`config.mk`:
```
export PLATFORM = sky130hd
export DESIGN_NAME = dirty_scan
export DESIGN_NICKNAME = d
export VERILOG_FILES = /design/src/hdl/cache_pkg.sv /design/src/hdl/dirty_scan.sv
export SDC_FILE = /design/constraint.sdc
export NUM_CORES = 1
export LEC_CHECK = 0
export CAP_MARGIN = 20
export CORE_AREA = 2 2 39 41
export DETAILED_ROUTE_END_ITERATION = 10
export DIE_AREA = 0 0 41 43
export DONT_BUFFER_PORTS = 1
export SLEW_MARGIN = 10
export SYNTH_ARGS = -nofsm -noshare
export SYNTH_HDL_FRONTEND = slang
export SYNTH_SLANG_ARGS = --single-unit
```
`constraint.sdc`:
```
create_clock -name vclk -period 1.4
set_input_delay 0.21 -clock vclk [all_inputs]
set_output_delay 0.21 -clock vclk [all_outputs]
set_load 0.02 [all_outputs]
```
`src/hdl/cache_pkg.sv`:
```
/*
 * Cache tag RAM shared definitions
 * Tag format, Wishbone widths and cycle types, and controller states
 */
package cache_pkg;

// Wishbone bus widths
localparam int WB_AW    = 32;
localparam int WB_DW    = 32;
localparam int WB_SEL_W = 4;

// Dirty bits examined per scan step
localparam int GROUP_LINES = 16;

// Cycle type indicator codes
localparam logic [2:0] CTI_CLASSIC = 3'b000;
localparam logic [2:0] CTI_BURST   = 3'b010;
localparam logic [2:0] CTI_EOB     = 3'b111;

localparam int VA_TAG_W = 16;

// Virtual tag plus physical byte address of the line
typedef struct packed {
        logic [VA_TAG_W-1:0] va_tag;
        logic [WB_AW-1:0]    pa_base;
} tag_t;

typedef enum logic [2:0] {
        IDLE,
        SCAN,
        READ_WAIT,
        WRITE_BACK,
        INVALIDATE
} ctrl_state_t;

endpackage
```
`src/hdl/dirty_scan.sv`:
```
/*
 * Dirty line scan
 * Finds the lowest dirty line inside one 16-line group
 */
module dirty_scan
        import cache_pkg::*;
#(
        parameter int LINES = 32,
        parameter int GRP_W = 1
) (
        input  logic [LINES-1:0]         i_dirty_vec,
        input  logic [GRP_W-1:0]         i_group,
        output logic                     o_found,
        output logic [$clog2(LINES)-1:0] o_index
);

localparam int IDX_W = $clog2(LINES);
localparam int POS_W = $clog2(GROUP_LINES);

logic [GROUP_LINES-1:0] bits;
logic [POS_W-1:0]       pos;

always_comb
begin
        bits = i_dirty_vec[i_group * GROUP_LINES +: GROUP_LINES];
        pos  = '0;

        // Walk downward so the lowest set bit is kept
        for (int j = GROUP_LINES - 1; j >= 0; j--)
        begin
                if (bits[j])
                begin
                        pos = POS_W'(j);
                end
        end

        o_found = |bits;
        o_index = IDX_W'(i_group * GROUP_LINES + pos);
end

endmodule

```
==> impl_results.md <==
- Leak pwr: 0.216 nW
- Area after DPL: 504 µm²
- Unrepaired setup endpoints after global routing: yes
- DR DRC count: 0
- Multi-input logic area: 483 µm²
- Row cnt: 14
- Net count after synthesis: 93
- Vias per Instance: 5.92
- Post-Place Cells: 78
- Worst setup SP type: input pin
- Status: finished clean
- Seq. cell area: 0 µm²
- Top Metal Used: met3
- Vias: 468
- WL/cell: 15.0 µm
- Fin nets: 98
- Met2 WL: 697 µm
- Largest net degree at the start of global routing: 24
- DP HPWL: 1010 µm
- Critical Path AT: 1.16 ns
- Fin crit share: 0.980
- ANT cells: 0
- DRT Pass-1 Iters: 4
- CP peak stage delay: 0.21 ns
- Initial Util: 0.325
- Seq_cells: 0
- Post-CTS Hold Buffers: 0
- Hold Path Class: in -> out
- Die W: 41 µm
- Initial antenna violation count: 0
- Synth-to-Final Area Change: 28.3%
- Setup Viol. Count Final: 0
- CP max stage cell: or2b_1
- Cell Count, Final, Fillers Out: 79
- Max Cap Viol: 0
- Fill cells: 149
- DRT met1 WL: 396 µm
- Total GRT Usage: 0.142
- Hold Fails Final Rpt: 0
- Routed met3 length: 93 µm
- Post-Syn Area: 450 µm²
- Die area: 0.00176 mm²
- Cell variety after synth: 25
- Cells after synthesis: 60
- Maximum clock rate: 729 MHz
- Yosys warnings: 0
- Post-synthesis sequential area ratio: 0
- Relative slew margins: 0.669
- Pins over their slew limit: 0
- Power Density: 186 mW/mm²
- Count of buffers from port buffering: 0
- Clock buffer count: 0
- Worst EP required: 1.19 ns
- Final wirelength: 1190 µm
- GP Congestion: 0.718
- Minimum clock period: 1.37 ns
- Worst setup path class: in -> out
- Post-route cell area: 578 µm²
- Cells along the critical path: or2b_1 > o32ai_2 > nor2b_2 > nand2_1 > a31oi_2 > buf_4
- Grt ovf: 0
- Peak supply drop: 59.0 µV
- Worst slew pin tran: 0.484 ns
- First-pass GRT wire length: 1870 µm
- I/O pin count: 39
- Crit Path Max Fanout: 23
- Sum Neg Setup Slack: 0 ns
- Crit end category: output port
- DRT iter0 DRCs: 1
- Vias in the first global route: 463
- Core area: 0.00138 mm²
- Final ANT Viol Nets: 0
- Share of layout cells above drive strength 1: 0.429
- Die height: 43 µm
- Post-Syn Area per Cell: 7.51 µm²
layout make-up:
type                            count  share of cell area
Inverter                            8              0.0519
Tap cell                           16              0.0346
Timing Repair Buffer                6              0.0779
Multi-Input combinational cell     49               0.835
worst paths after layout:
kind / startpoint / endpoint / slack, ns / depth (start not counted)
max: i_group / o_index[2] / 0.03 / 6
min: i_group / o_index[4] / 0.42 / 0
per-stage QoR:
stage	total power, mW	setup WS, ns	hold slack [ns]	utilization
2_1_floorplan	0.0970	-0.0563	0.533	-
3_3_place_gp	0.0926	-0.0488	0.420	0.364
6_report	0.108	0.0281	0.421	0.418
5_1_grt	0.118	-0.0447	0.422	0.418
3_5_place_dp	0.0935	-0.0611	0.420	0.364
4_1_cts	0.0952	0.0139	0.420	0.373
kinds of logic (layout without fill, tap and decap cells):
logic type             Yosys count  after routing  synth area share
AND/OR/NAND/NOR                 23             23             0.339
buffers and inverters           11             14             0.142
AO/OA/AOI/OAI                   26             26             0.520
cell usage after synthesis:
cell	n	area [µm²]
a21oi_1	6	30.0
o32ai_1	3	26.3
nor2b_1	5	31.3
nor3_1	4	20.0
a31oi_1	1	6.26
o21ai_0	4	20.0
buf_8	1	15.0
a2111oi_0	2	17.5
o32ai_2	2	32.5
o31a_1	2	17.5
nand2_1	3	11.3
nor2_1	1	3.75
o211a_1	1	10.0
a21boi_0	1	7.51
a2111oi_4	1	27.5
inv_1	8	30.0
or2b_1	6	45.0
buf_6	1	11.3
or3_2	1	7.51
nor3b_2	2	25.0
buf_4	1	7.51
a211oi_1	1	7.51
nor2b_2	1	8.76
o221ai_1	1	8.76
o32a_4	1	22.5
what timing repair did:
| item | CTS | global route |
|---|---|---|
| endpoints found under the setup margin | 4 | 5 |
| setup buffers | 1 | 0 |
| endpoints found under the hold margin | 0 | 0 |
| pin swaps | 2 | 6 |
| resized for setup | 3 | 13 |
cells in the final DEF (no fill, tap or decap), types with 2 or more instances in the layout:
cell,synthesis,routed
inv_1,8,8
or2b_1,6,6
a21oi_1,6,6
buf_4,1,6
o32ai_2,2,4
nor2b_1,5,4
nor3_2,0,3
o21ai_1,0,2
o31a_1,2,2
critical path, delay by kind of cell:
| kind | cells | cell delay [ns] |
|---|---|---|
| and+or+nand+nor | 3 | 0.50 |
| AOI/OAI and AO/OA | 2 | 0.29 |
| buffers and inverters | 1 | 0.16 |
power by group:
group | internal (mW) | switching, mW
Clock | 0 | 0
Combinational | 0.0599 | 0.0477
Sequential | 0 | 0
Total | 0.0599 | 0.0477
routing by layer:
layer	vias up	track usage
met2	16	0.250
met4	0	0.0133
met5	-	0
li1	234	-
met3	0	0.0366
met1	218	0.168
Power figures use the tool's default switching activity.
