### src/hdl/line_ram.sv
/*
 * Line RAM
 * One write port and one registered read port, payload set by type
 */
module line_ram #(
        parameter type payload_t = logic [31:0],
        parameter int  DEPTH     = 32
) (
        input  logic                     i_clk,
        input  logic                     i_wr_en,
        input  logic [$clog2(DEPTH)-1:0] i_wr_index,
        input  payload_t                 i_wr_data,
        input  logic [$clog2(DEPTH)-1:0] i_rd_index,
        output payload_t                 o_rd_data
);

payload_t mem [DEPTH];

// Same-index read during a write returns the old entry
always_ff @(posedge i_clk)
begin
        if (i_wr_en)
        begin
                mem[i_wr_index] <= i_wr_data;
        end
        o_rd_data <= mem[i_rd_index];
end

endmodule

### config.mk
export PLATFORM = sky130hd
export DESIGN_NAME = line_ram
export DESIGN_NICKNAME = d
export VERILOG_FILES = /design/src/hdl/line_ram.sv
export SDC_FILE = /design/constraint.sdc
export NUM_CORES = 1
export LEC_CHECK = 0
export BUFFER_PORTS_ARGS = -buffer_cell sky130_fd_sc_hd__clkbuf_2
export CAP_MARGIN = 20
export CORE_ASPECT_RATIO = 0.8
export CORE_MARGIN = 5
export CORE_UTILIZATION = 60
export CTS_CLUSTER_DIAMETER = 120
export DETAILED_ROUTE_END_ITERATION = 8
export PLACE_DENSITY = 0.77
export SYNTH_ARGS = -nofsm -noshare
export SYNTH_HDL_FRONTEND = slang
export SYNTH_SLANG_ARGS = --single-unit
### constraint.sdc
create_clock -name i_clk -period 4.57 [get_ports i_clk]
set_input_delay 0.914 -clock i_clk [delete_from_list [all_inputs] [get_ports i_clk]]
set_output_delay 0.914 -clock i_clk [all_outputs]
set_load 0.02 [all_outputs]
==> reports/results.tsv <==
stage	metric	value	unit
worst_setup_path	worst-endpoint-arrival	3340	ps
clocking	cts_tree	done	
worst_setup_path	path_class	in2reg	
outcome	status	complete, no violations	
worst_setup_path	slowest_stage	and2_4	
worst_setup_path	rr_endpoint	o_rd_data[8]	
worst_setup_path	cp_max_fo	68	
clocking	clk_pin_slew	70	ps
clocking	cts_max_level	3	
timing	slew_headroom	27.4	%
synth	synth_top_family_by_area	multiplexers	
timing	timing.hold.ws	600	ps
synth	yosys.area_share.simple	3.10	%
timing	drv_slew	0	
die	die_w	300	µm
synth	yosys-top-cells-count	1024 x edfxtp_1, 512 x mux2i_1, 98 x nand2_1, 98 x nand3_1	
global_routing	track_usage	25.4	%
power	power_density	440	mW/mm²
place	dp_slack	1170	ps
timing	fin_crit	2860	ps
power	ir_drop	0.000357	V
synth	synth_flop_cell	edfxtp_1	
worst_setup_path	critPathRequiredTime	5060	ps
routing	routedWlPerCell	27.9	µm
place	placed_area	0.0421	mm²
clocking	cts_max_path_buffers	3	
timing	fin_crit_sh	62.5	%
timing	tightest_slew	1090	ps
place	dp_hpwl	53.8	mm
job	drv_cap	0	
die	pin_count	76	
cells_and_area	drive_above_1_share	12.9	%
clocking	cts-root-buf	clkbuf_16	
synth	synth_most_common_cell	edfxtp_1	
worst_hold_path	min_to	o_rd_data[24]	
worst_hold_path	hp-class	reg2reg	
die	die_area	0.0728	mm²
cells_and_area	fillers	4250	
worst_setup_path	cp_slowest_stage_delay	780	ps
die	rows	85	
die	start_util	60.3	%
power	p_leak	15.8	nW
power	total_power	19.9	mW
worst_setup_path	timing.critical_path.buf_inv	2	
global_routing	antenna_found_initial	3	
worst_setup_path	cp_top_family	simple AND/OR/NAND/NOR gates	
cells_and_area	syn_to_final_growth	12.1	%
global_routing	grt_max_degree	86	
global_routing	grt_pass1_wl	138	mm
worst_hold_path	holdPathStages	4	
routing	first_iter_violations	2816	
synth	syn_nets	2304	
synth	synthDistinctLibCells	25	
synth	synth.avg_cell_area	17.9	µm²
timing	hold_violations	0	
routing	detail-route-antenna-nets	0	
synth	synth_area	0.0405	mm²
clocking	hold_buffers	0	
synth	ys_ff_latch	1056	
timing	clock_skew	27.5	ps
synth	synth-compound-area-share	4.85	%
worst_setup_path	r2r-start	mem[1][8]	
synth	syn_inst	2260	
worst_setup_path	rrSetupSlack	2740	ps
timing	setup_viol_count_final	0	
cells_and_area	fin_nets	2403	
timing	tns	0	ps
worst_setup_path	critPathLaunch	i_rd_index[1]	
routing	wl	93.5	mm
synth	synthXorXnorAreaFrac	0	%
routing	via_per_inst	6.35	
global_routing	first_global_vias	21000	
worst_hold_path	hp-start	mem[26][24]	
timing	fmax	350	MHz
routing	drt_pre_antenna_iters	5	
synth	asyncSetResetFlopFracSynth	0	%
global_routing	grt_overflow	0	
clocking	post_cts_buffers	0	
synth	synthAdderAreaFrac	0	%
place	port-buffer-count	75	
clocking	cts.sinks	1056	
clocking	numCtsBuffers	97	
die	die_h	242	µm
timing	rsz0062_at_grt	no	
worst_setup_path	cp-start-kind	primary input	
routing	drc	0	
worst_setup_path	endpoint_kind	register	
cells_and_area	fin_util	67.6	%
cells_and_area	n_antenna_cell	0	
routing	vias	21300	
synth	ys_seq_area_share	77.5	%
worst_setup_path	r2r_cells	5	
place	dp.cells	3167	
synth	muxShareOfSynthArea	12.7	%
synth	synth-edff-count	1024	
die	core	0.0671	mm²
cells_and_area	final_area	0.0454	mm²
place	gp_congestion	0.835	
synth	synth_warnings	0	
timing	setup_slack	1710	ps
worst_setup_path	crit_chain	clkbuf_2 > and2_4 > buf_12 > a21oi_1 > a31oi_1 > nand3_1	
clocking	clk_latency	650	ps
synth	synth.area.top_cells	edfxtp_1 76%, mux2i_1 13%, a22oi_1 1.8%	
synth	netlist.area_leader.share	76.0	%
synth	yosys.area.top_type	edfxtp_1	
cells_and_area	fin_cells	3353	
clocking	cts_resized	0	
[cell usage in the layout, fill, tap and decap left out, drive strengths merged, types with 32 or more instances in the layout]
| cell | instances |
|---|---|
| a31oi | 32 |
| clkbuf | 199 |
| a21oi | 96 |
| nand2 | 98 |
| a22oi | 96 |
| edfxtp | 1024 |
| clkinv | 40 |
| a22o | 64 |
| buf | 53 |
| mux2i | 512 |
| nor2 | 34 |
| nor3 | 32 |
| nand3 | 98 |
| dfxtp | 32 |
[routing by layer]
layer | routed length [µm] | global-route usage, % | share of wire, % | up-vias
li1 | - | - | - | 9187
met1 | 38000 | 38.3 | 41 | 10800
met4 | 1860 | 5.89 | 2.0 | 2
met3 | 11500 | 7.12 | 12 | 138
met5 | 20 | 0 | 0.021 | -
met2 | 42200 | 37.7 | 45 | 1159
[worst reg2reg max path, cell delays in order, from the launching register on]
cell and delay (ps):
edfxtp_1 320, mux2i_1 60, a22o_1 250, nor3_1 750
a31oi_1 180, nand3_1 200
[kinds of logic after synthesis]
logic type,after synthesis
DFF,1056
muxes,512
AOI/OAI and AO/OA,288
and+or+nand+nor,277
buffers and inverters,127
[worst max path at each step]
| stage | to | depth (start not counted) |
|---|---|---|
| 5_1_grt | o_rd_data[11] | 7 |
| 4_1_cts | o_rd_data[11] | 6 |
| 3_3_place_gp | o_rd_data[11] | 6 |
| 2_1_floorplan | mem[12][0] | 3 |
| 6_report | o_rd_data[11] | 6 |
| 3_5_place_dp | o_rd_data[11] | 6 |
[layout make-up]
cell class	instances	area [µm²]	share of cell area (%)
multi-input cells	1077	8610	19.0
repair buffers	127	1070	2.36
flip-flops and latches	1056	31400	69.2
well taps	913	1140	2.52
clock inverters	55	541	1.19
clock buffers	125	2610	5.76
[registers in the layout (all words and copies together) (netlist names)]
name,cells
mem,1024
o_rd_data,32
[report_power, final]
part / switching (mW) / internal [mW] / leakage, nW
combinational: 0.756 / 0.323 / 4.76
clock: 3.41 / 4.61 / 1.56
sequential: 0.0678 / 10.8 / 9.49
Note: power is estimated with default switching activity, not from simulation.
