<file path="config.mk">
export PLATFORM = sky130hd
export DESIGN_NAME = wb_burst_writer
export DESIGN_NICKNAME = d
export VERILOG_FILES = /design/src/hdl/cache_pkg.sv /design/src/hdl/wb_burst_writer.sv
export SDC_FILE = /design/constraint.sdc
export NUM_CORES = 1
export LEC_CHECK = 0
export BUFFER_PORTS_ARGS = -buffer_cell sky130_fd_sc_hd__buf_2
export CAP_MARGIN = 20
export CELL_PAD_IN_SITES_DETAIL_PLACEMENT = 2
export CELL_PAD_IN_SITES_GLOBAL_PLACEMENT = 2
export CORE_MARGIN = 1.5
export CORE_UTILIZATION = 23
export DETAILED_ROUTE_END_ITERATION = 6
export PLACE_DENSITY = 0.91
export SLEW_MARGIN = 20
export SYNTH_ARGS = -nofsm -noshare
export SYNTH_HDL_FRONTEND = slang
export SYNTH_SLANG_ARGS = --single-unit
</file>
<file path="constraint.sdc">
create_clock -name i_clk -period 6.73 [get_ports i_clk]
set_clock_uncertainty 0.2 [all_clocks]
set_input_delay 1.0095 -clock i_clk [delete_from_list [all_inputs] [get_ports i_clk]]
set_output_delay 1.0095 -clock i_clk [all_outputs]
set_load 0.01 [all_outputs]
</file>
<file path="src/hdl/cache_pkg.sv">
/*
 * Cache tag RAM shared definitions
 * Tag format, Wishbone widths and cycle types, and controller states
 */
package cache_pkg;

// Wishbone bus widths
localparam int WB_AW    = 32;
localparam int WB_DW    = 32;
localparam int WB_SEL_W = 4;

// Dirty bits examined per scan step
localparam int GROUP_LINES = 16;

// Cycle type indicator codes
localparam logic [2:0] CTI_CLASSIC = 3'b000;
localparam logic [2:0] CTI_BURST   = 3'b010;
localparam logic [2:0] CTI_EOB     = 3'b111;

localparam int VA_TAG_W = 16;

// Virtual tag plus physical byte address of the line
typedef struct packed {
        logic [VA_TAG_W-1:0] va_tag;
        logic [WB_AW-1:0]    pa_base;
} tag_t;

typedef enum logic [2:0] {
        IDLE,
        SCAN,
        READ_WAIT,
        WRITE_BACK,
        INVALIDATE
} ctrl_state_t;

endpackage
</file>
<file path="src/hdl/wb_burst_writer.sv">
/*
 * Wishbone burst writer
 * Writes one cache line word by word to its physical address,
 * low word first, with an incrementing burst ending on EOB
 */
module wb_burst_writer
        import cache_pkg::*;
#(
        parameter int CACHE_LINE = 16
) (
        input  logic                  i_clk,
        input  logic                  i_reset,
        input  logic                  i_start,
        input  logic [CACHE_LINE*8-1:0] i_line,
        input  tag_t                  i_tag,
        input  logic                  i_wb_ack,
        output logic                  o_done,
        output logic                  o_wb_cyc,
        output logic                  o_wb_stb,
        output logic                  o_wb_we,
        output logic [WB_AW-1:0]      o_wb_adr,
        output logic [WB_DW-1:0]      o_wb_dat,
        output logic [WB_SEL_W-1:0]   o_wb_sel,
        output logic [2:0]            o_wb_cti
);

localparam int WORDS = CACHE_LINE / 4;
localparam int CNT_W = (WORDS > 1) ? $clog2(WORDS) : 1;

logic [CNT_W-1:0] cnt;
logic [CNT_W-1:0] nxt;
logic             last;
logic             acked;
logic             at_end;
logic             load;

// Word to present next, either the first or the one after an ack
always_comb
begin
        nxt    = i_start ? '0 : cnt + 1'b1;
        last   = (nxt == CNT_W'(WORDS - 1));
        acked  = o_wb_stb && i_wb_ack;
        at_end = (cnt == CNT_W'(WORDS - 1));
        load   = i_start || (acked && !at_end);
end

// ------------------------------
// Bus control
// ------------------------------
always_ff @(posedge i_clk)
begin
        if (i_reset)
        begin
                o_wb_cyc <= 1'b0;
                o_wb_stb <= 1'b0;
                o_wb_we  <= 1'b0;
                o_wb_cti <= CTI_CLASSIC;
                o_done   <= 1'b0;
                cnt      <= '0;
        end
        else
        begin
                o_done <= 1'b0;
                if (load)
                begin
                        o_wb_cyc <= 1'b1;
                        o_wb_stb <= 1'b1;
                        o_wb_we  <= 1'b1;
                        o_wb_cti <= last ? CTI_EOB : CTI_BURST;
                        cnt      <= nxt;
                end
                else if (acked)
                begin
                        // Last word taken, release the bus
                        o_wb_cyc <= 1'b0;
                        o_wb_stb <= 1'b0;
                        o_wb_we  <= 1'b0;
                        o_wb_cti <= CTI_CLASSIC;
                        o_done   <= 1'b1;
                end
        end
end

// Address and data hold until the slave acks
always_ff @(posedge i_clk)
begin
        if (load)
        begin
                o_wb_adr <= i_tag.pa_base + {nxt, 2'b00};
                o_wb_dat <= i_line[nxt * WB_DW +: WB_DW];
                o_wb_sel <= '1;
        end
end

endmodule

</file>
==> results by group <==
Timing
  – Final hold vios: 0
  – Unrepaired setup endpoints after global routing: no
  – Tmin final: 3.62 ns
  – TNS Setup: 0 ns
  – # setup viols final: 0
  – Final WS setup: 3.11 ns
  – Hold slack final: 0.338 ns
  – Slew Limit Fails: 0
  – Max-Slew Margin vs Limit: 0.399
  – Worst-Margin Slew: about 0.9 ns
  – Final Cycle Share: 0.538
  – Fmax: about 280 MHz

Clock tree
  – CTS Buffer Depth: 2
  – Reg clk slew, reported paths: 0.06 ns
  – Post-CTS Hold Buffers: 0
  – Total clock sinks: 69
  – Total clock buffers created by CTS: 9
  – CTS root buffer: clkbuf_16
  – CTS resizes: 0
  – CTS tree: done
  – Worst skew pair latency: 0.34 ns
  – Htree depth: 3
  – Postcts setup bufs: 0

Critical path
  – Register-to-Register Path Depth: 8
  – Worst EP arrival: 3.50 ns
  – WS Path Type: reg2reg
  – CP Max Fanout: 68
  – Startpoint type of the worst setup path: flop
  – Required @ worst endpoint: 6.60 ns
  – Crit. End Element: flop

Synth
  – Top cells by area, synth: edfxtp_1, nand2_1, a211oi_1, a31oi_1, nor2b_1
  – Yosys top cell area share: 0.500
  – Top_reg_cell synth: edfxtp_1
  – FF+latch count, synth: 69
  – Syn Inst Count: 372
  – Post-synth top area cell: edfxtp_1
  – Synth cell types: 37
  – Netlist Area Pre-Place: 0.00385 sq mm
  – EDFF count, synth: between 60 and 70
  – Post-Syn Area per Cell: 10.3 sq um
  – Sequential share of the synthesized area: 0.526
  – Synthesis warning total: 0
  – Async SR Flop Fraction: 0

Layout
  – Fillers: between 1500 and 2000
  – Reg area: about 0.002 sq mm
  – Ant. Diodes: 0
  – Fin cells: roughly 800
  – Most frequent cells in the layout: buf_2, nand2_1, edfxtp_1
  – Area grow syn2layout: 43.6%
  – Fraction of layout cells with a size suffix above 1: 0.448
  – Final core occ: 0.336
  – Commonest non-fill, non-tap cell in the layout: buf_2
  – Multi-input logic area: 0.00168 sq mm
  – Final Net Count: 776
  – Final Instance Area: 0.00553 sq mm

Drt
  – Via count: 3753
  – Post-Route WL: 14400 um
  – DRC viols: 0
  – Violation count after the first detailed-routing iteration: 102
  – Routed length per placed instance: roughly 18 um
  – Vias per inst: 4.59
  – Pre-antenna DRT Iters: 4
  – Post-DRT Antenna Nets: 0

GRT
  – Tot GR Track Use: 0.164
  – Total global routing overflow: 0
  – Initial antenna violation count: 0
  – Largest net degree at the start of global routing: a little under 70
  – First-pass GRT wire length: 22400 um
  – Vias in the first global route: 4194

Run status
  – Outcome: completed

Placement
  – Placed cell count: ~800
  – Port bufs: 234
  – GP Congestion: ~0.78
  – Worst slack at placement: 2.45 ns
  – Cell Area, Placed: 0.00520 sq mm
  – Detailed placer's ending HPWL: approximately 11000 um

Die
  – # IOs: around 260
  – Chip width: 132 um
  – Die area: around 0.018 sq mm
  – Die height: 132 um
  – Row cnt: 47
  – Core box area: 0.0165 sq mm
  – Starting Density: 0.234

Pwr
  – Pwr Total: 1.25 mW
  – Reg power frac: 0.418
  – Worst VDD drop: 0.000117 V
  – P per Cell Area: about 230 mW/mm^2
  – Clock group share of total power: 0.420
  – Combinational fraction of design power: 0.161
  – Leakage: 2.37 nW
  – Internal power: between 0.9 and 1 mW
  – Psw: between 0.3 and 0.4 mW
  – Sw frac: 0.258

Run
  – Max Cap Violations: 0

Min path
  – Hold Crit Depth: 2
  – Worst hold-check path type: reg2reg
==> state kept, by name, indices dropped and copies added, names as in the netlist <==
register / cells
cnt: 2
o_done: 1
o_wb_dat: 32
o_wb_cti: 2
o_wb_adr: 32
==> Yosys cell counts, drive strengths merged (2+ instances only) <==
cell type and instances:
clkbuf 19, nor3 7, nand2 74, and3 3
xnor2 16, and4 2, inv 7, nor2b 32
or2 2, a211oi 32, nand3 10, edfxtp 64
nor4b 2, nor4 8, buf 12, a31oi 32
xor2 14, nor2 9, a21oi 2, nand4 7
dfxtp 5, ha 3
==> layout make-up <==
class                   count  area share
well taps                 220      0.0498
multi-input cells         268       0.303
clock buffers               9      0.0408
clock inverters             7      0.0177
flip-flops and latches     69       0.366
inverters                   7     0.00476
repair buffers            238       0.217
==> worst max-delay path, cell delays in order (launching register included) <==
cell and delay [ns]:
dfxtp_2 0.31, buf_4 0.54, or2_2 0.72, inv_1 0.15
ha_1 0.26, ha_1 0.22, o2111ai_2 0.59, nor3_1 0.15
xor2_1 0.17
==> power by group through the flow <==
stage	combinational, mW	sequential, mW	clock [mW]
after detailed placement	0.205	0.532	0
after global routing	0.222	0.525	0.558
after CTS	0.205	0.523	0.541
after global placement	0.193	0.529	0
after floorplan	0.0710	0.552	0
final	0.201	0.522	0.524
==> logic make-up after synthesis <==
group,synth area share
flops,0.526
simple gates,0.221
xor+xnor,0.0683
mux,0.00293
buf+inv,0.0468
compound gates,0.125
other cells,0.000975
fa+ha+maj,0.00976
==> final timing paths <==
check / from / to / slack, ns
hold / removal: o_wb_cti[0]$_SDFFE_PP0P_ / o_wb_cti[0]$_SDFFE_PP0P_ / 0.34
setup reg to reg: cnt[0]$_SDFFE_PP0P_ / o_wb_adr[24]$_DFFE_PP_ / 3.11
setup / recovery: cnt[0]$_SDFFE_PP0P_ / o_wb_adr[24]$_DFFE_PP_ / 3.11
hold reg to reg: o_wb_cti[0]$_SDFFE_PP0P_ / o_wb_cti[0]$_SDFFE_PP0P_ / 0.34
==> layer usage <==
metal	share of wire	up-vias	track usage	wire length, um
met1	0.39	1781	0.172	5580
li1	-	1793	-	-
met3	0.075	14	0.0477	1070
met4	0.014	0	0.0580	202
met2	0.52	165	0.312	7510
met5	0	-	0	0
(Power assumes the default switching activity.)
