--- src/hdl/array_access_if.sv ---
/*
 * Array access interface
 * Index and write controls from the cache controller to the storage arrays
 */
interface array_access_if #(
        parameter int IDX_W = 5
);

logic [IDX_W-1:0] rd_index;
logic [IDX_W-1:0] wr_index;
logic             wr_en;
// Drop the dirty bit of the line at rd_index
logic             clean_en;
// Drop every valid bit
logic             clear_en;

modport ctrl (
        output rd_index, wr_index, wr_en, clean_en, clear_en
);

modport array (
        input  rd_index, wr_index, wr_en, clean_en, clear_en
);

endinterface

--- src/hdl/line_state.sv ---
/*
 * Line state bits
 * Valid and dirty flag per line, read out in step with the RAMs
 */
module line_state #(
        parameter int LINES = 32
) (
        input  logic             i_clk,
        input  logic             i_reset,
        input  logic             i_tag_dirty,
        array_access_if.array    acc,
        output logic             o_valid,
        output logic             o_dirty,
        output logic [LINES-1:0] o_dirty_vec
);

logic [LINES-1:0] valid;
logic [LINES-1:0] dirty;

assign o_dirty_vec = dirty;

always_ff @(posedge i_clk)
begin
        if (i_reset)
        begin
                valid   <= '0;
                dirty   <= '0;
                o_valid <= 1'b0;
                o_dirty <= 1'b0;
        end
        else
        begin
                // Registered read, one cycle like the RAMs
                o_valid <= valid[acc.rd_index];
                o_dirty <= dirty[acc.rd_index];

                if (acc.clear_en)
                begin
                        valid <= '0;
                end
                else if (acc.wr_en)
                begin
                        valid[acc.wr_index] <= 1'b1;
                end

                // A fresh write wins over a write-back clean
                if (acc.wr_en)
                begin
                        dirty[acc.wr_index] <= i_tag_dirty;
                end
                else if (acc.clean_en)
                begin
                        dirty[acc.rd_index] <= 1'b0;
                end
        end
end

endmodule

--- src/flat_wrapper.sv ---
// flat-port wrapper written by rule: the top's interface ports become plain ports
module line_state_flat 
#(
        parameter int LINES = 32
)
  (i_clk, i_reset, i_tag_dirty, o_valid, o_dirty, o_dirty_vec, acc_rd_index, acc_wr_index, acc_wr_en, acc_clean_en, acc_clear_en);
  array_access_if acc_i ();
  input  logic i_clk;
  input  logic i_reset;
  input  logic i_tag_dirty;
  output logic o_valid;
  output logic o_dirty;
  output logic [LINES-1:0] o_dirty_vec;
  input wire logic [$bits(acc_i.rd_index)-1:0] acc_rd_index;
  input wire logic [$bits(acc_i.wr_index)-1:0] acc_wr_index;
  input wire logic [$bits(acc_i.wr_en)-1:0] acc_wr_en;
  input wire logic [$bits(acc_i.clean_en)-1:0] acc_clean_en;
  input wire logic [$bits(acc_i.clear_en)-1:0] acc_clear_en;
  assign acc_i.rd_index = acc_rd_index;
  assign acc_i.wr_index = acc_wr_index;
  assign acc_i.wr_en = acc_wr_en;
  assign acc_i.clean_en = acc_clean_en;
  assign acc_i.clear_en = acc_clear_en;
  line_state #(.LINES(LINES)) u_core (.i_clk(i_clk), .i_reset(i_reset), .i_tag_dirty(i_tag_dirty), .acc(acc_i), .o_valid(o_valid), .o_dirty(o_dirty), .o_dirty_vec(o_dirty_vec));
endmodule
--- config.mk ---
export PLATFORM = sky130hd
export DESIGN_NAME = line_state_flat
export DESIGN_NICKNAME = d
export VERILOG_FILES = /design/src/hdl/array_access_if.sv /design/src/hdl/line_state.sv /design/src/flat_wrapper.sv
export SDC_FILE = /design/constraint.sdc
export NUM_CORES = 1
export LEC_CHECK = 0
export BUFFER_PORTS_ARGS = -buffer_cell sky130_fd_sc_hd__buf_2
export CELL_PAD_IN_SITES_DETAIL_PLACEMENT = 0
export CELL_PAD_IN_SITES_GLOBAL_PLACEMENT = 1
export CORE_ASPECT_RATIO = 1.25
export CORE_MARGIN = 2
export CORE_UTILIZATION = 40
export DETAILED_ROUTE_END_ITERATION = 12
export HOLD_SLACK_MARGIN = 0.02
export PLACE_DENSITY = 0.76
export SKIP_LAST_GASP = 1
export SLEW_MARGIN = 20
export SYNTH_ARGS = -nofsm -noshare
export SYNTH_HDL_FRONTEND = slang
export SYNTH_SLANG_ARGS = --single-unit
--- constraint.sdc ---
create_clock -name i_clk -period 2.19 [get_ports i_clk]
set_input_delay 0.438 -clock i_clk [delete_from_list [all_inputs] [get_ports i_clk]]
set_output_delay 0.438 -clock i_clk [all_outputs]
set_load 0.05 [all_outputs]
==> results of run 1 <==
logic make-up (layout without fill, tap and decap cells):
logic type,after synthesis,in the layout
buffers and inverters,32,79
multiplexers,32,32
AO/OA/AOI/OAI,139,139
flip-flops,66,66
AND/OR/NAND/NOR,156,156
Yosys cell counts (2+ instances only):
master	instances
nand3_1	5
o32ai_1	2
nand2_1	23
and3b_1	3
a22oi_1	12
nor3_1	8
nand3b_2	2
dfxtp_1	66
o21ai_1	17
a41oi_1	4
nand3b_1	6
mux2i_1	28
nor3b_1	3
and3_1	3
o21a_1	31
a31oi_1	7
o21ai_0	3
mux2_2	4
a21oi_1	29
or3b_1	4
buf_4	6
buf_6	3
buf_2	13
clkbuf_1	9
a22oi_2	3
o22ai_1	28
nand2b_1	3
nor2b_1	5
o21bai_1	2
nor2_1	71
nor2_2	10
worst max-delay path: stages:
cell     delay (ns)
buf_2          0.57
nand2_1        0.15
o32ai_1        0.35
o21ai_1        0.11
a41oi_1        0.22
layout by cell type (no fill, tap or decap), types with 2 or more instances in the layout:
master    instances
o32ai_1           2
and3b_1           3
nand3b_1          6
buf_4            14
o21bai_1          2
clkbuf_8         10
a41oi_1           4
nor2_2           11
o21a_1           31
buf_2            49
a22oi_2           3
o21ai_0           3
nand2_1          23
nand2b_1          3
a22oi_1          12
or3b_1            4
nor3b_1           3
a21oi_1          29
nor2_1           70
nand3_1           5
o21ai_1          17
clkinv_2          2
dfxtp_1          66
nor2b_1           4
mux2i_1          28
mux2_2            4
and3_1            3
nor3_1            8
o22ai_1          28
nand3b_2          2
a31oi_1           7
routing by layer:
layer  wire [microns]  vias up  track usage
met5                0        -            0
met4              585        0        0.162
met3              719       47       0.0462
met2             5880      173        0.420
met1             5000     1666        0.335
li1                 -     1622            -
sequential cells by signal (all words and copies together) (netlist names):
signal,flops
u_core.o_dirty,1
u_core.o_dirty_vec,32
u_core.o_valid,1
u_core.valid,32
area by class of cell:
cell class,count,area (sq um)
clock buffer,11,141
clock inverter,3,17.5
fill,874,4570
inverter,1,3.75
multi-input combinational,327,2030
sequential,66,1320
tap,120,150
timing repair buffer,64,370
through the flow:
stage,power [uW],cells
final,2430,592
after global routing,2490,592
after CTS,2430,592
after detailed placement,1550,578
after global placement,1550,578
after floorplan,1450,425
final timing paths:
check                               from                to  slack [ns]  cells after the start
hold reg to reg         u_core.valid[21]  u_core.valid[21]        0.47                      1
setup reg to reg  u_core.o_dirty_vec[25]    u_core.o_dirty        0.96                      5
setup / recovery         acc_rd_index[3]    u_core.o_valid        0.62                      5
hold / removal              acc_clear_en   u_core.valid[0]        0.28                      2
power by group:
part	internal (uW)	switching, uW
registers	1210	4.81
clock network	425	466
logic	95.9	227
total	1730	698
==> results.py, run 1 <==
metrics = {
    "sta": {
        "finalCriticalPeriod_ns": 1.57,
        "setup-tns-final_ns": 0,
        "fin_ws_ns": 0.617,
        "relSlewSlack": 0.482,
        "finalSetupViolations": 0,
        "finalHoldViolCount": 0,
        "min_period_over_period": 0.718,
        "skew_ns": 0.00637,
        "rsz0062_at_grt": "no",
        "fmax_mhz": 636,
        "worst_pin_slew_ns": 0.776,
        "finalHoldWorstSlack_ns": 0.276,
        "final_max_slew_viol_count": 0,
    },
    "run": {
        "drv_cap": 0,
    },
    "critical_path": {
        "crit_path_end_kind": "flop",
        "crit_required_ns": 2.47,
        "cp-start-kind": "primary input",
        "path_max_fanout": 36,
        "critPathKind": "in2reg",
        "worstPathArrival_ns": 1.85,
    },
    "grt": {
        "overflow": 0,
        "antenna_found_initial": 0,
        "grt_pass1_vias": 3506,
        "grt_pass1_wl_microns": 18800,
        "grt_max_degree": 37,
        "grt_usage": 0.266,
    },
    "logic_synthesis": {
        "synth_top_family_by_area": "compound AO/OA/AOI/OAI gates",
        "synthXorXnorAreaFrac": 0,
        "synth.avg_cell_area_sq_um": 8.30,
        "synth-simple-area-share": 0.226,
        "yosys.area_share.adder": 0,
        "synthDominantCellAreaShare": 0.375,
        "yosys-top-cells-area": "dfxtp_1, mux2i_1, nor2_1",
        "ys_seq_area_frac": 0.375,
        "synthCells": 425,
        "synthFlopType": "dfxtp_1",
        "ys_ff_latch": 66,
        "synth-edff-count": 0,
        "synth_compound_area_frac": 0.255,
        "syn-num-nets": 441,
        "synth_mux_area_frac": 0.0923,
        "async_flop_share": 0,
        "ys_types": 43,
        "synth_area_sq_mm": 0.00353,
        "yosysWarnings": 0,
        "synth_area_leader_cell": "dfxtp_1",
    },
    "final_layout": {
        "drive_above_1_share": 0.222,
        "area_growth_pct": 14.4,
        "fin_area_sq_mm": 0.00403,
        "finish.net_count": 485,
        "finish.utilization": 0.469,
        "n_antenna_cell": 0,
    },
    "detailed_routing": {
        "via_per_inst": 5.93,
        "ant_nets": 0,
        "drt_iter0_drc": 296,
        "first_pass_iters": 5,
        "wl_microns": 12200,
        "num_vias": 3508,
        "drc_errors": 0,
        "wire_per_inst_microns": 20.6,
    },
    "clock_tree": {
        "tritoncts": "built",
        "cts-resized-gates": 0,
        "htreeDepth": 3,
        "holdBufCountCts": 0,
        "cts-root-buf": "clkbuf_8",
        "clkSinkCount": 66,
        "clock_latency_ns": 0.35,
        "numCtsBuffers": 9,
        "clk_pin_slew_ns": 0.07,
        "clock_path_buffers": 2,
        "cts_setup_buffers": 0,
    },
    "floorplan": {
        "die_area_sq_mm": 0.00959,
        "die_h_microns": 109,
        "die_w_microns": 88.0,
        "rows": 38,
        "core_area_sq_mm": 0.00861,
        "pin_count": 50,
        "start_util": 0.410,
    },
    "power_and_ir_drop": {
        "powerDensity_mw_per_mm2": 602,
        "leakagePower_uw": 0.00156,
        "ir_drop_v": 0.000344,
    },
    "worst_hold_path": {
        "hold_class": "in2reg",
    },
    "placed_design": {
        "hpwl_microns": 8590,
        "gp_congestion": 0.905,
        "post-place-ws_ns": 0.269,
        "port_buffers": 49,
        "place_area_sq_mm": 0.00387,
    },
    "outcome": {
        "outcome": "complete, no violations",
    },
}
Power figures use the tool's default switching activity.
==> run 2, diff against run 1 <==
Clock period 2.19 ns to 1.64 ns, I/O delays scaled along.
==> results.py, run 2 (synthesis results as in run 1) <==
metrics = {
    "final_layout": {
        "n_antenna_cell": 0,
        "final_cell_mix": "nor2_1, dfxtp_1, buf_4, buf_2, o21a_1",
        "fillCellCount": 872,
        "drive_above_1_share": 0.298,
        "finish.net_count": 535,
        "fin_area_sq_mm": 0.00449,
        "area_growth_pct": 27.4,
        "final_common_cell": "nor2_1",
    },
    "clock_tree": {
        "holdBufCountCts": 0,
        "cts_setup_buffers": 0,
        "clock_path_buffers": 2,
        "cts-resized-gates": 0,
        "clk_pin_slew_ns": 0.07,
        "numCtsBuffers": 9,
        "tritoncts": "built",
        "clkSinkCount": 66,
        "htreeDepth": 3,
        "clock_latency_ns": 0.35,
        "cts-root-buf": "clkbuf_8",
    },
    "placed_design": {
        "hpwl_microns": 9510,
        "port_buffers": 49,
        "gp_congestion": 0.983,
        "place_area_sq_mm": 0.00429,
    },
    "power_and_ir_drop": {
        "ir_drop_v": 0.000416,
        "swShare": 0.269,
        "p_comb_frac": 0.141,
        "power_frac_seq": 0.453,
        "powerDensity_mw_per_mm2": 795,
        "p_int_uw": 2610,
        "leakagePower_uw": 0.00185,
        "total_power_uw": 3570,
        "p_sw_uw": 958,
        "clock_power_share": 0.406,
    },
    "sta": {
        "finalHoldViolCount": 0,
        "finalSetupViolations": 0,
        "min_period_over_period": 0.856,
        "finalCriticalPeriod_ns": 1.40,
        "worst_pin_slew_ns": 0.535,
        "rsz0062_at_grt": "no",
        "final_max_slew_viol_count": 0,
        "relSlewSlack": 0.642,
        "fmax_mhz": 712,
        "finalHoldWorstSlack_ns": 0.194,
        "skew_ns": 0.00592,
    },
    "detailed_routing": {
        "wl_microns": 12700,
        "drc_errors": 0,
        "top_layer": "met4",
        "ant_nets": 0,
        "drt_iter0_drc": 292,
        "num_vias": 3673,
        "via_per_inst": 5.71,
        "wire_per_inst_microns": 19.7,
        "first_pass_iters": 5,
        "dr_wl_met3_microns": 748,
        "wl_met1_microns": 5010,
        "wl_met2_microns": 6240,
    },
    "floorplan": {
        "rows": 38,
        "die_w_microns": 88.0,
        "die_h_microns": 109,
        "die_area_sq_mm": 0.00959,
        "pin_count": 50,
        "start_util": 0.410,
        "core_area_sq_mm": 0.00861,
    },
    "worst_hold_path": {
        "hold_class": "in2reg",
    },
    "grt": {
        "antenna_found_initial": 0,
        "grt_pass1_wl_microns": 19100,
        "grt_max_degree": 35,
        "grt_pass1_vias": 3487,
        "grt_usage": 0.273,
        "overflow": 0,
    },
    "critical_path": {
        "crit_chain": "buf_2",
        "critPathKind": "reg2out",
        "cp_num_buf_inv": 1,
        "slowest_stage": "dfxtp_1",
        "path_max_fanout": 3,
        "path_delay_family": "flip-flops",
        "cpPeakStageDelay_ns": 0.43,
        "worstPathArrival_ns": 1.08,
        "crit_required_ns": 1.31,
        "cp-start-kind": "flop",
        "crit_path_end_kind": "output port",
    },
    "outcome": {
        "outcome": "complete, no violations",
    },
    "run": {
        "drv_cap": 0,
    },
}
[run 2: cell count changes in the layout (fill, tap and decap cells not counted), sizes merged]
cell	change
bufinv	+1
buf	+50
clkbuf	+2
clkinv	-1
clkinvlp	-1
[run 2: metal layers]
metal / GRT usage / vias to the layer above
met5: 0 / -
met4: 0.162 / 0
met3: 0.0462 / 41
met2: 0.460 / 150
met1: 0.321 / 1759
li1: - / 1723
[run 2: path summary, 6_finish.rpt]
| check | from | end | slack [ns] | cells past startpoint |
|---|---|---|---|---|
| worst min-delay path | acc_clear_en | u_core.valid[0] | 0.19 | 2 |
| worst max-delay path | u_core.o_dirty_vec[28] | o_dirty_vec[28] | 0.24 | 1 |
| worst max register to register | u_core.o_dirty_vec[25] | u_core.o_dirty | 0.41 | 5 |
| worst min register to register | u_core.valid[25] | u_core.valid[25] | 0.47 | 1 |
[run 2: final cells by class]
cell class | count | area, sq um | share of cell area
Clock inverter | 2 | 35.0 | 0.00780
Multi-Input combinational cell | 327 | 2030 | 0.452
Tap cell | 120 | 150 | 0.0334
Timing Repair Buffer | 114 | 783 | 0.174
Inverter | 1 | 3.75 | 0.000836
Clock buffer | 13 | 169 | 0.0376
Sequential cell | 66 | 1320 | 0.294
[run 2: metrics by stage]
step	worst slack [ns]	setup TNS, ns	cells	util
2_1_floorplan	0.257	0	425	-
3_3_place_gp	-0.0842	-0.0906	628	0.498
3_5_place_dp	-0.0809	-0.0844	628	0.498
4_1_cts	0.238	0	643	0.522
5_1_grt	0.205	0	643	0.522
6_report	0.236	0	643	0.522
[run 2: power groups by stage]
stage / sequential [uW] / combinational, uW / clock (uW)
after global routing: 1620 / 530 / 1530
after floorplan: 1670 / 271 / 0
final: 1620 / 503 / 1450
after global placement: 1650 / 492 / 0
after detailed placement: 1650 / 495 / 0
after CTS: 1620 / 496 / 1460
