[src/hdl/cache_pkg.sv]
/*
 * Cache tag RAM shared definitions
 * Tag format, Wishbone widths and cycle types, and controller states
 */
package cache_pkg;

// Wishbone bus widths
localparam int WB_AW    = 32;
localparam int WB_DW    = 32;
localparam int WB_SEL_W = 4;

// Dirty bits examined per scan step
localparam int GROUP_LINES = 16;

// Cycle type indicator codes
localparam logic [2:0] CTI_CLASSIC = 3'b000;
localparam logic [2:0] CTI_BURST   = 3'b010;
localparam logic [2:0] CTI_EOB     = 3'b111;

localparam int VA_TAG_W = 16;

// Virtual tag plus physical byte address of the line
typedef struct packed {
        logic [VA_TAG_W-1:0] va_tag;
        logic [WB_AW-1:0]    pa_base;
} tag_t;

typedef enum logic [2:0] {
        IDLE,
        SCAN,
        READ_WAIT,
        WRITE_BACK,
        INVALIDATE
} ctrl_state_t;

endpackage
[src/hdl/array_access_if.sv]
/*
 * Array access interface
 * Index and write controls from the cache controller to the storage arrays
 */
interface array_access_if #(
        parameter int IDX_W = 5
);

logic [IDX_W-1:0] rd_index;
logic [IDX_W-1:0] wr_index;
logic             wr_en;
// Drop the dirty bit of the line at rd_index
logic             clean_en;
// Drop every valid bit
logic             clear_en;

modport ctrl (
        output rd_index, wr_index, wr_en, clean_en, clear_en
);

modport array (
        input  rd_index, wr_index, wr_en, clean_en, clear_en
);

endinterface

[src/hdl/clean_ctrl.sv]
/*
 * Cache array controller
 * Handles normal access, the clean walk over dirty lines and invalidation
 */
module clean_ctrl
        import cache_pkg::*;
#(
        parameter int CACHE_SIZE = 512,
        parameter int CACHE_LINE = 16,
        parameter int GRP_W      = 1
) (
        input  logic                                      i_clk,
        input  logic                                      i_reset,
        input  logic [31:0]                               i_address_nxt,
        input  logic [31:0]                               i_address,
        input  logic                                      i_tag_wr_en,
        input  logic                                      i_clean_req,
        input  logic                                      i_inv_req,
        input  logic                                      i_found,
        input  logic [$clog2(CACHE_SIZE/CACHE_LINE)-1:0]  i_index,
        input  logic                                      i_wb_done,
        array_access_if.ctrl                              acc,
        output logic [GRP_W-1:0]                          o_group,
        output logic                                      o_wb_start,
        output logic                                      o_clean_done,
        output logic                                      o_inv_done
);

localparam int LINES  = CACHE_SIZE / CACHE_LINE;
localparam int IDX_W  = $clog2(LINES);
localparam int OFF_W  = $clog2(CACHE_LINE);
localparam int GROUPS = LINES / GROUP_LINES;

ctrl_state_t      state;
logic [IDX_W-1:0] clean_idx;
logic             req_ok;

// A done pulse still high means the requester has not yet dropped
assign req_ok = !o_clean_done && !o_inv_done;

// ------------------------------
// Array controls
// ------------------------------
always_comb
begin
        acc.rd_index = (state == IDLE) ? i_address_nxt[OFF_W +: IDX_W] : clean_idx;
        acc.wr_index = i_address[OFF_W +: IDX_W];
        acc.wr_en    = (state == IDLE) && i_tag_wr_en;
        acc.clean_en = (state == WRITE_BACK) && i_wb_done;
        acc.clear_en = (state == INVALIDATE);
end

// ------------------------------
// State machine
// ------------------------------
always_ff @(posedge i_clk)
begin
        if (i_reset)
        begin
                state        <= IDLE;
                o_group      <= '0;
                clean_idx    <= '0;
                o_wb_start   <= 1'b0;
                o_clean_done <= 1'b0;
                o_inv_done   <= 1'b0;
        end
        else
        begin
                o_wb_start   <= 1'b0;
                o_clean_done <= 1'b0;
                o_inv_done   <= 1'b0;

                case (state)
                IDLE:
                begin
                        // Clean wins over invalidate
                        if (i_clean_req && req_ok)
                        begin
                                o_group <= '0;
                                state   <= SCAN;
                        end
                        else if (i_inv_req && req_ok)
                        begin
                                state <= INVALIDATE;
                        end
                end
                SCAN:
                begin
                        if (i_found)
                        begin
                                clean_idx <= i_index;
                                state     <= READ_WAIT;
                        end
                        else if (o_group == GRP_W'(GROUPS - 1))
                        begin
                                o_group      <= '0;
                                o_clean_done <= 1'b1;
                                state        <= IDLE;
                        end
                        else
                        begin
                                o_group <= o_group + 1'b1;
                        end
                end
                READ_WAIT:
                begin
                        // RAM output is valid on the next cycle
                        o_wb_start <= 1'b1;
                        state      <= WRITE_BACK;
                end
                WRITE_BACK:
                begin
                        if (i_wb_done)
                        begin
                                state <= SCAN;
                        end
                end
                INVALIDATE:
                begin
                        o_inv_done <= 1'b1;
                        state      <= IDLE;
                end
                default:
                begin
                        state <= IDLE;
                end
                endcase
        end
end

endmodule

[src/flat_wrapper.sv]
// flat-port wrapper written by rule: the top's interface ports become plain ports
module clean_ctrl_flat import cache_pkg::*;
#(
        parameter int CACHE_SIZE = 512,
        parameter int CACHE_LINE = 16,
        parameter int GRP_W      = 1
)
  (i_clk, i_reset, i_address_nxt, i_address, i_tag_wr_en, i_clean_req, i_inv_req, i_found, i_index, i_wb_done, o_group, o_wb_start, o_clean_done, o_inv_done, acc_rd_index, acc_wr_index, acc_wr_en, acc_clean_en, acc_clear_en);
  array_access_if acc_i ();
  input  logic i_clk;
  input  logic i_reset;
  input  logic [31:0] i_address_nxt;
  input  logic [31:0] i_address;
  input  logic i_tag_wr_en;
  input  logic i_clean_req;
  input  logic i_inv_req;
  input  logic i_found;
  input  logic [$clog2(CACHE_SIZE/CACHE_LINE)-1:0] i_index;
  input  logic i_wb_done;
  output logic [GRP_W-1:0] o_group;
  output logic o_wb_start;
  output logic o_clean_done;
  output logic o_inv_done;
  output wire logic [$bits(acc_i.rd_index)-1:0] acc_rd_index;
  output wire logic [$bits(acc_i.wr_index)-1:0] acc_wr_index;
  output wire logic [$bits(acc_i.wr_en)-1:0] acc_wr_en;
  output wire logic [$bits(acc_i.clean_en)-1:0] acc_clean_en;
  output wire logic [$bits(acc_i.clear_en)-1:0] acc_clear_en;
  assign acc_rd_index = acc_i.rd_index;
  assign acc_wr_index = acc_i.wr_index;
  assign acc_wr_en = acc_i.wr_en;
  assign acc_clean_en = acc_i.clean_en;
  assign acc_clear_en = acc_i.clear_en;
  clean_ctrl #(.CACHE_SIZE(CACHE_SIZE), .CACHE_LINE(CACHE_LINE), .GRP_W(GRP_W)) u_core (.i_clk(i_clk), .i_reset(i_reset), .i_address_nxt(i_address_nxt), .i_address(i_address), .i_tag_wr_en(i_tag_wr_en), .i_clean_req(i_clean_req), .i_inv_req(i_inv_req), .i_found(i_found), .i_index(i_index), .i_wb_done(i_wb_done), .acc(acc_i), .o_group(o_group), .o_wb_start(o_wb_start), .o_clean_done(o_clean_done), .o_inv_done(o_inv_done));
endmodule
[config.mk]
export PLATFORM = sky130hd
export DESIGN_NAME = clean_ctrl_flat
export DESIGN_NICKNAME = d
export VERILOG_FILES = /design/src/hdl/cache_pkg.sv /design/src/hdl/array_access_if.sv /design/src/hdl/clean_ctrl.sv /design/src/flat_wrapper.sv
export SDC_FILE = /design/constraint.sdc
export NUM_CORES = 1
export LEC_CHECK = 0
export BUFFER_PORTS_ARGS = -buffer_cell sky130_fd_sc_hd__buf_2
export CELL_PAD_IN_SITES_DETAIL_PLACEMENT = 1
export CELL_PAD_IN_SITES_GLOBAL_PLACEMENT = 2
export CORE_ASPECT_RATIO = 1.2
export CORE_UTILIZATION = 12
export CTS_BUF_LIST = sky130_fd_sc_hd__clkbuf_8
export CTS_CLUSTER_SIZE = 40
export DETAILED_ROUTE_END_ITERATION = 12
export PLACE_DENSITY = 0.83
export SYNTH_ARGS = -nofsm -noshare
export SYNTH_HDL_FRONTEND = slang
export SYNTH_SLANG_ARGS = --single-unit
export TNS_END_PERCENT = 20
[constraint.sdc]
create_clock -name i_clk -period 1.3 [get_ports i_clk]
set_clock_uncertainty 0.1 [all_clocks]
set_input_delay 0 -clock i_clk [delete_from_list [all_inputs] [get_ports i_clk]]
set_output_delay 0 -clock i_clk [all_outputs]
set_load 0.01 [all_outputs]
==> run_results.csv, run 1 <==
group,metric,value,unit
clock_tree,cts_tree,"yes",
global_route,grtUsageTotal,6.33,%
placement,dp_cells,147,
finish,drive_gt1_share,49.1,%
timing,fin_ws,-167,ps
synth,ys.flop_type,"dfxtp_1",
detailed_routing,drt_iter0_drc,13,
clock_tree,clk_latency,240,ps
global_route,grt_pass1_wl,2530,um
timing,rsz0062_at_grt,"true",
setup_path,cp_cell_sequence,"nor3_4, buf_6, mux2_4, buf_6",
timing,fmax,0.682,GHz
clock_tree,htreeDepth,1,
pwr,leakage,0.471,nW
finish,final_core_utilization,21.5,%
synth,synthTopCellsByArea,"dfxtp_1 (38%), mux2_2 (9.0%), mux2i_1 (8.0%)",
placement,gp_congestion,0.683,
clock_tree,cts_buffer_depth,2,
outcome,violations,"negative setup slack",
placement,hpwl,1210,um
setup_path,arrival,1370,ps
timing,setup_viol,5,
finish,fin_area,1070,um2
global_route,grt_max_degree,13,
global_route,antenna_found_initial,0,
finish,n_fill_cell,590,
detailed_routing,routedWlPerCell,10.2,um
detailed_routing,vias_per_cell,3.61,
synth,syn_area_per_cell,9.76,um2
setup_path,path_max_fanout,6,
pwr,power_per_cell_area,994,nW/um2
detailed_routing,route.vias.total,600,
synth,synth_largest_area_cell,"dfxtp_1",
synth,yosysWarnings,0,
setup_path,path_buf_inv,2,
detailed_routing,drc,0,
placement,placed_area,803,um2
finish,area_delta_synth_final,71.3,%
min_path,hold_class,"in -> reg",
setup_path,crit_slowest_cell,"dfxtp_2",
global_route,grt_pass1_vias,605,
pwr,max-vdd-ir-drop,0.402,mV
die,coreArea,4970,um2
synth,syn_nets,140,
synth,synth_cell_type_count,26,
timing,slew_viol_final,0,
finish,nets,184,
die,ios,93,
outcome,outcome,"finished, violations left",
detailed_routing,drt_wl_total,1700,um
synth,netlist_instances,64,
synth,synth_edf_count,0,
synth,synth_async_sr_flop_share,0,%
detailed_routing,route.antenna.remaining_nets,0,
setup_path,crit_family,"flip-flops",
setup_path,crit_type,"reg -> out",
timing,min_period,1470,ps
die,rows,28,
setup_path,worstPathRequired,1200,ps
die,die_w,67.8,um
timing,maxSlewHeadroom,84.7,%
timing,tightestPinTransition,228,ps
placement,io_buffers,28,
flow_run,drv_cap,0,
clock_tree,root_buffer,"clkbuf_8",
finish,stdcell_count,166,
synth,ys_ff_latch,12,
setup_path,crit_path_frequent_cell,"buf_6",
timing,hold_ws,25.8,ps
clock_tree,cts.reportedPaths.clkPinSlew,50,ps
synth,synth.most_common_cell,"dfxtp_1",
timing,period_share,113,%
clock_tree,clock-sinks,12,
setup_path,cpPeakStageDelay,330,ps
timing,hold_viol,0,
setup_path,critPathLaunchType,"flop",
global_route,grt_overflow,0,
detailed_routing,firstDrtPassIters,3,
synth,synth_top_cells_by_count,"dfxtp_1 (12), nor2_1 (8), buf_4 (5), mux2_2 (5), mux2i_1 (5)",
finish,antenna_cells,0,
synth,synth_top_area_share,38.5,%
die,start_util,12.6,%
synth,synth_seq_area_share,38.5,%
clock_tree,cts_buffers,3,
synth,syn_area,624,um2
die,die_y,81.0,um
die,die-area,5500,um2
setup_path,endpoint_kind,"output pin",
## logic make-up (layout without fill, tap and decap cells)
kind of cell	count (synthesis)	in the layout	synth area share (%)
AO/OA/AOI/OAI	6	6	6.01
buffers and inverters	11	53	12.4
flip-flops	12	12	38.5
multiplexers	10	10	17.0
AND/OR/NAND/NOR	25	25	26.1
## sequential cells by signal (all words and copies together) (netlist names)
signal	count
u_core.state	3
u_core.o_wb_start	1
u_core.clean_idx	5
u_core.o_inv_done	1
u_core.o_clean_done	1
u_core.o_group	1
## final timing paths
kind | startpoint | endpoint | slack [ps] | cells after the start
worst max-delay path | u_core.state[2]$_SDFFE_PP0P_ | acc_rd_index[1] | -170 | 4
worst min-delay path | i_wb_done | u_core.state[1]$_SDFFE_PP0P_ | 30 | 4
worst max register to register | u_core.state[1]$_SDFFE_PP0P_ | u_core.clean_idx[0]$_SDFFE_PP0P_ | 100 | 4
worst min register to register | u_core.clean_idx[3]$_SDFFE_PP0P_ | u_core.clean_idx[3]$_SDFFE_PP0P_ | 390 | 2
## placed cells by master, fill, tap and decap left out
master / count
a211oi_1: 1
o21ai_0: 2
and2_1: 2
nor3b_1: 1
and4bb_1: 1
a211o_1: 1
nor4_1: 2
nor2_1: 8
and3b_2: 1
nor3b_2: 1
dfxtp_1: 9
nand4b_1: 1
nor4b_2: 1
buf_2: 23
inv_1: 1
nor2b_1: 1
nor4b_1: 1
nor3_4: 1
nand2_1: 1
mux2_4: 5
buf_4: 6
dfxtp_2: 3
a21oi_1: 1
mux2i_1: 5
buf_6: 7
and3_2: 1
clkbuf_8: 3
nor3_1: 2
a31oi_1: 1
dlygate4sd3_1: 13
## area by class of cell
class,instances,area (um2),area share (%)
multi-input combinational,41,337,31.5
clock buffer,3,41.3,3.86
inverter,1,3.75,0.351
tap,60,75.1,7.02
timing repair buffer,49,369,34.5
sequential,12,244,22.8
## through the flow
step / total power [mW] / setup WS [ps] / setup TNS (ps)
final: 1.06 / -167 / -820
after global routing: 1.13 / -222 / -1180
after CTS: 1.07 / -172 / -841
after floorplan: 0.559 / 33.6 / 0
after detailed placement: 0.626 / -42.9 / -165
after global placement: 0.621 / -12.0 / -43.9
## worst min-delay path, delay by kind of cell
kind / cells / cell delay, ps
and+or+nand+nor: 2 / 110
AOI/OAI and AO/OA: 1 / 140
buffers and inverters: 1 / 70
## layer usage
| layer | part of all wire (%) | track usage [%] |
|---|---|---|
| met4 | 1.5 | 2.50 |
| met1 | 41 | 5.87 |
| met2 | 50 | 11.7 |
| met5 | 0 | 0 |
| met3 | 8.0 | 2.95 |
## timing repair
action | CTS | global route
hold buffers | 13 | 0
setup endpoints to repair | 8 | 9
endpoints found under the hold margin | 12 | 0
setup buffers | 2 | 1
pin swaps | 1 | 1
gates resized for setup | 14 | 3
## power by group
group | internal [mW] | switching, mW | total [mW]
logic | 0.204 | 0.124 | 0.328
clock network | 0.203 | 0.126 | 0.330
registers | 0.389 | 0.0172 | 0.406
total | 0.796 | 0.267 | 1.06
(Power assumes the default switching activity.)
==> run 2: changes to the inputs <==
TNS_END_PERCENT = unset   (was 20)
==> run 2 against run 1 <==
The run still ends with negative setup slack left. Maximum frequency decreased by 0.40%. Combinational power grew 2%. Utilization up 0.38 points. Worst hold slack gained 17 ps. Via count up 1.2%. Register-to-register slack about the same. Worst setup slack lost 5.9 ps. Largest cell class unchanged. Die area did not move. Cell count grew 0.60%.
==> run_results.csv, run 2 (synthesized netlist as in run 1, its figures left out) <==
group,metric,value,unit
min_path,hold_path_depth,4,
finish,antenna_cells,0,
min_path,worstHoldStart,"i_wb_done",
timing,fmax,0.679,GHz
die,coreArea,4970,um2
setup_path,r2r-end,"u_core.clean_idx[0]$_SDFFE_PP0P_",
finish,stdcell_count,167,
clock_tree,root_buffer,"clkbuf_8",
detailed_routing,vias_per_cell,3.63,
placement,pre_cts_slack,-42.9,ps
finish,largest-register,"u_core.clean_idx",
placement,placed_area,803,um2
min_path,whs_endpoint,"u_core.state[1]$_SDFFE_PP0P_",
global_route,grt_pass1_wl,2530,um
finish,largest_reg_flops,5,
placement,hpwl,1210,um
finish,nets,185,
finish,drive_gt1_share,51.4,%
setup_path,cp_cell_sequence,"nor3_4, buf_6, mux2_4, buf_6",
flow_run,drv_cap,0,
setup_path,arrival,1370,ps
global_route,grtUsageTotal,6.33,%
placement,dp_cells,147,
min_path,hold_class,"in -> reg",
detailed_routing,firstDrtPassIters,3,
setup_path,r2r_cells,4,
clock_tree,htreeDepth,1,
clock_tree,cts_tree,"yes",
setup_path,r2r-start,"u_core.state[1]$_SDFFE_PP0P_",
outcome,violations,"negative setup slack",
setup_path,r2r_setup_slack,100,ps
finish,final_cell_mix,"buf_2 (24), dlygate4sd3_1 (13), dfxtp_1 (9)",
setup_path,crit_type,"reg -> out",
placement,io_buffers,28,
setup_path,path_max_fanout,6,
placement,gp_congestion,0.683,
timing,rsz0062_at_grt,"true",
timing,period_share,113,%
detailed_routing,drt_iter0_drc,14,
detailed_routing,drt_wl_total,1750,um
finish,fin_area,1090,um2
global_route,grt_max_degree,13,
detailed_routing,route.vias.total,607,
setup_path,crit_slowest_cell,"dfxtp_4",
die,rows,28,
detailed_routing,drc,0,
die,ios,93,
pwr,leakage,0.478,nW
timing,hold_viol,0,
global_route,antenna_found_initial,0,
timing,fin_ws,-173,ps
pwr,max-vdd-ir-drop,0.409,mV
detailed_routing,route.antenna.remaining_nets,0,
finish,final_core_utilization,21.9,%
clock_tree,clock-sinks,12,
finish,multi_input_area,348,um2
die,start_util,12.6,%
timing,setup_viol,5,
timing,tightestPinTransition,232,ps
die,die_w,67.8,um
finish,n_fill_cell,594,
global_route,grt_pass1_vias,605,
setup_path,worstPathRequired,1200,ps
setup_path,endpoint_kind,"output pin",
outcome,outcome,"finished, violations left",
finish,ff_latch_area,246,um2
setup_path,cpPeakStageDelay,360,ps
detailed_routing,routedWlPerCell,10.5,um
finish,area_delta_synth_final,74.3,%
die,die_y,81.0,um
global_route,grt_overflow,0,
setup_path,critPathLaunchType,"flop",
clock_tree,cts.reportedPaths.clkPinSlew,50,ps
die,die-area,5500,um2
timing,maxSlewHeadroom,84.4,%
clock_tree,clk_latency,240,ps
timing,min_period,1470,ps
finish,layout_commonest_cell,"buf_2",
clock_tree,cts_buffers,3,
pwr,power_per_cell_area,985,nW/um2
timing,slew_viol_final,0,
setup_path,crit_path_frequent_cell,"buf_6",
clock_tree,cts_buffer_depth,2,
finish,reg_top3,"u_core.clean_idx x5, u_core.state x3",
[run 2: changes by cell type in the layout (fill, tap and decap cells not counted)]
cell and change:
buf_2 +1, dfxtp_2 -1, dfxtp_4 +1, nor3b_1 -1
nor3b_2 +1, nor4_1 -1, nor4_2 +1
[run 2: worst max path at each step]
stage                                       from  slack, ps  cells past startpoint                          endpoint
finish              u_core.state[0]$_SDFFE_PP0P_       -170                      4                   acc_rd_index[1]
global route        u_core.state[2]$_SDFFE_PP0P_       -220                      4                   acc_rd_index[3]
CTS                 u_core.state[1]$_SDFFE_PP0P_       -170                      4                   acc_rd_index[1]
detailed placement  u_core.state[2]$_SDFFE_PP0P_        -40                      3                   acc_rd_index[1]
global placement    u_core.state[2]$_SDFFE_PP0P_        -10                      3                   acc_rd_index[0]
floorplan           u_core.state[0]$_SDFFE_PP0P_         30                      5  u_core.clean_idx[0]$_SDFFE_PP0P_
[run 2: area by class of cell]
cell class                 count  share of cell area (%)
timing repair buffer          50                    34.4
multi-input combinational     41                    32.0
sequential                    12                    22.6
inverter                       1                   0.345
clock buffer                   3                    3.79
tap                           60                    6.90
[run 2: per-layer routing]
layer	track usage, %	wire (um)	up-vias
met1	5.87	720	265
li1	-	-	308
met3	2.95	135	4
met4	2.50	26	0
met2	11.7	864	30
met5	0	0	-
[run 2: report_power, final]
| part | leakage (nW) | total (mW) | internal (mW) | switching [mW] |
|---|---|---|---|---|
| logic | 0.357 | 0.334 | 0.207 | 0.127 |
| registers | 0.0990 | 0.407 | 0.388 | 0.0183 |
| clock network | 0.0216 | 0.331 | 0.203 | 0.127 |
[run 2: through the flow]
stage	TNS (ps)	hold WS (ps)	power, mW
2_1_floorplan	0	-28.4	0.559
3_3_place_gp	-43.9	-99.9	0.621
3_5_place_dp	-165	-99.9	0.626
4_1_cts	-841	17.3	1.07
5_1_grt	-1150	82.2	1.14
6_report	-849	42.7	1.07
[run 2: timing repair]
item / CTS / global route
buffers inserted: 2 / 1
gates resized for setup: 14 / 6
cloned: 0 / 1
setup endpoints to repair: 8 / 9
pin swaps: 1 / 1
hold buffers: 13 / 0
hold endpoints to repair: 12 / 0
[run 2: worst max-delay path: cells and delay by family, from the launching register on]
kind | cells | cell delay, ps
simple gates | 1 | 190
flops | 1 | 360
buf+inv | 2 | 280
mux | 1 | 310
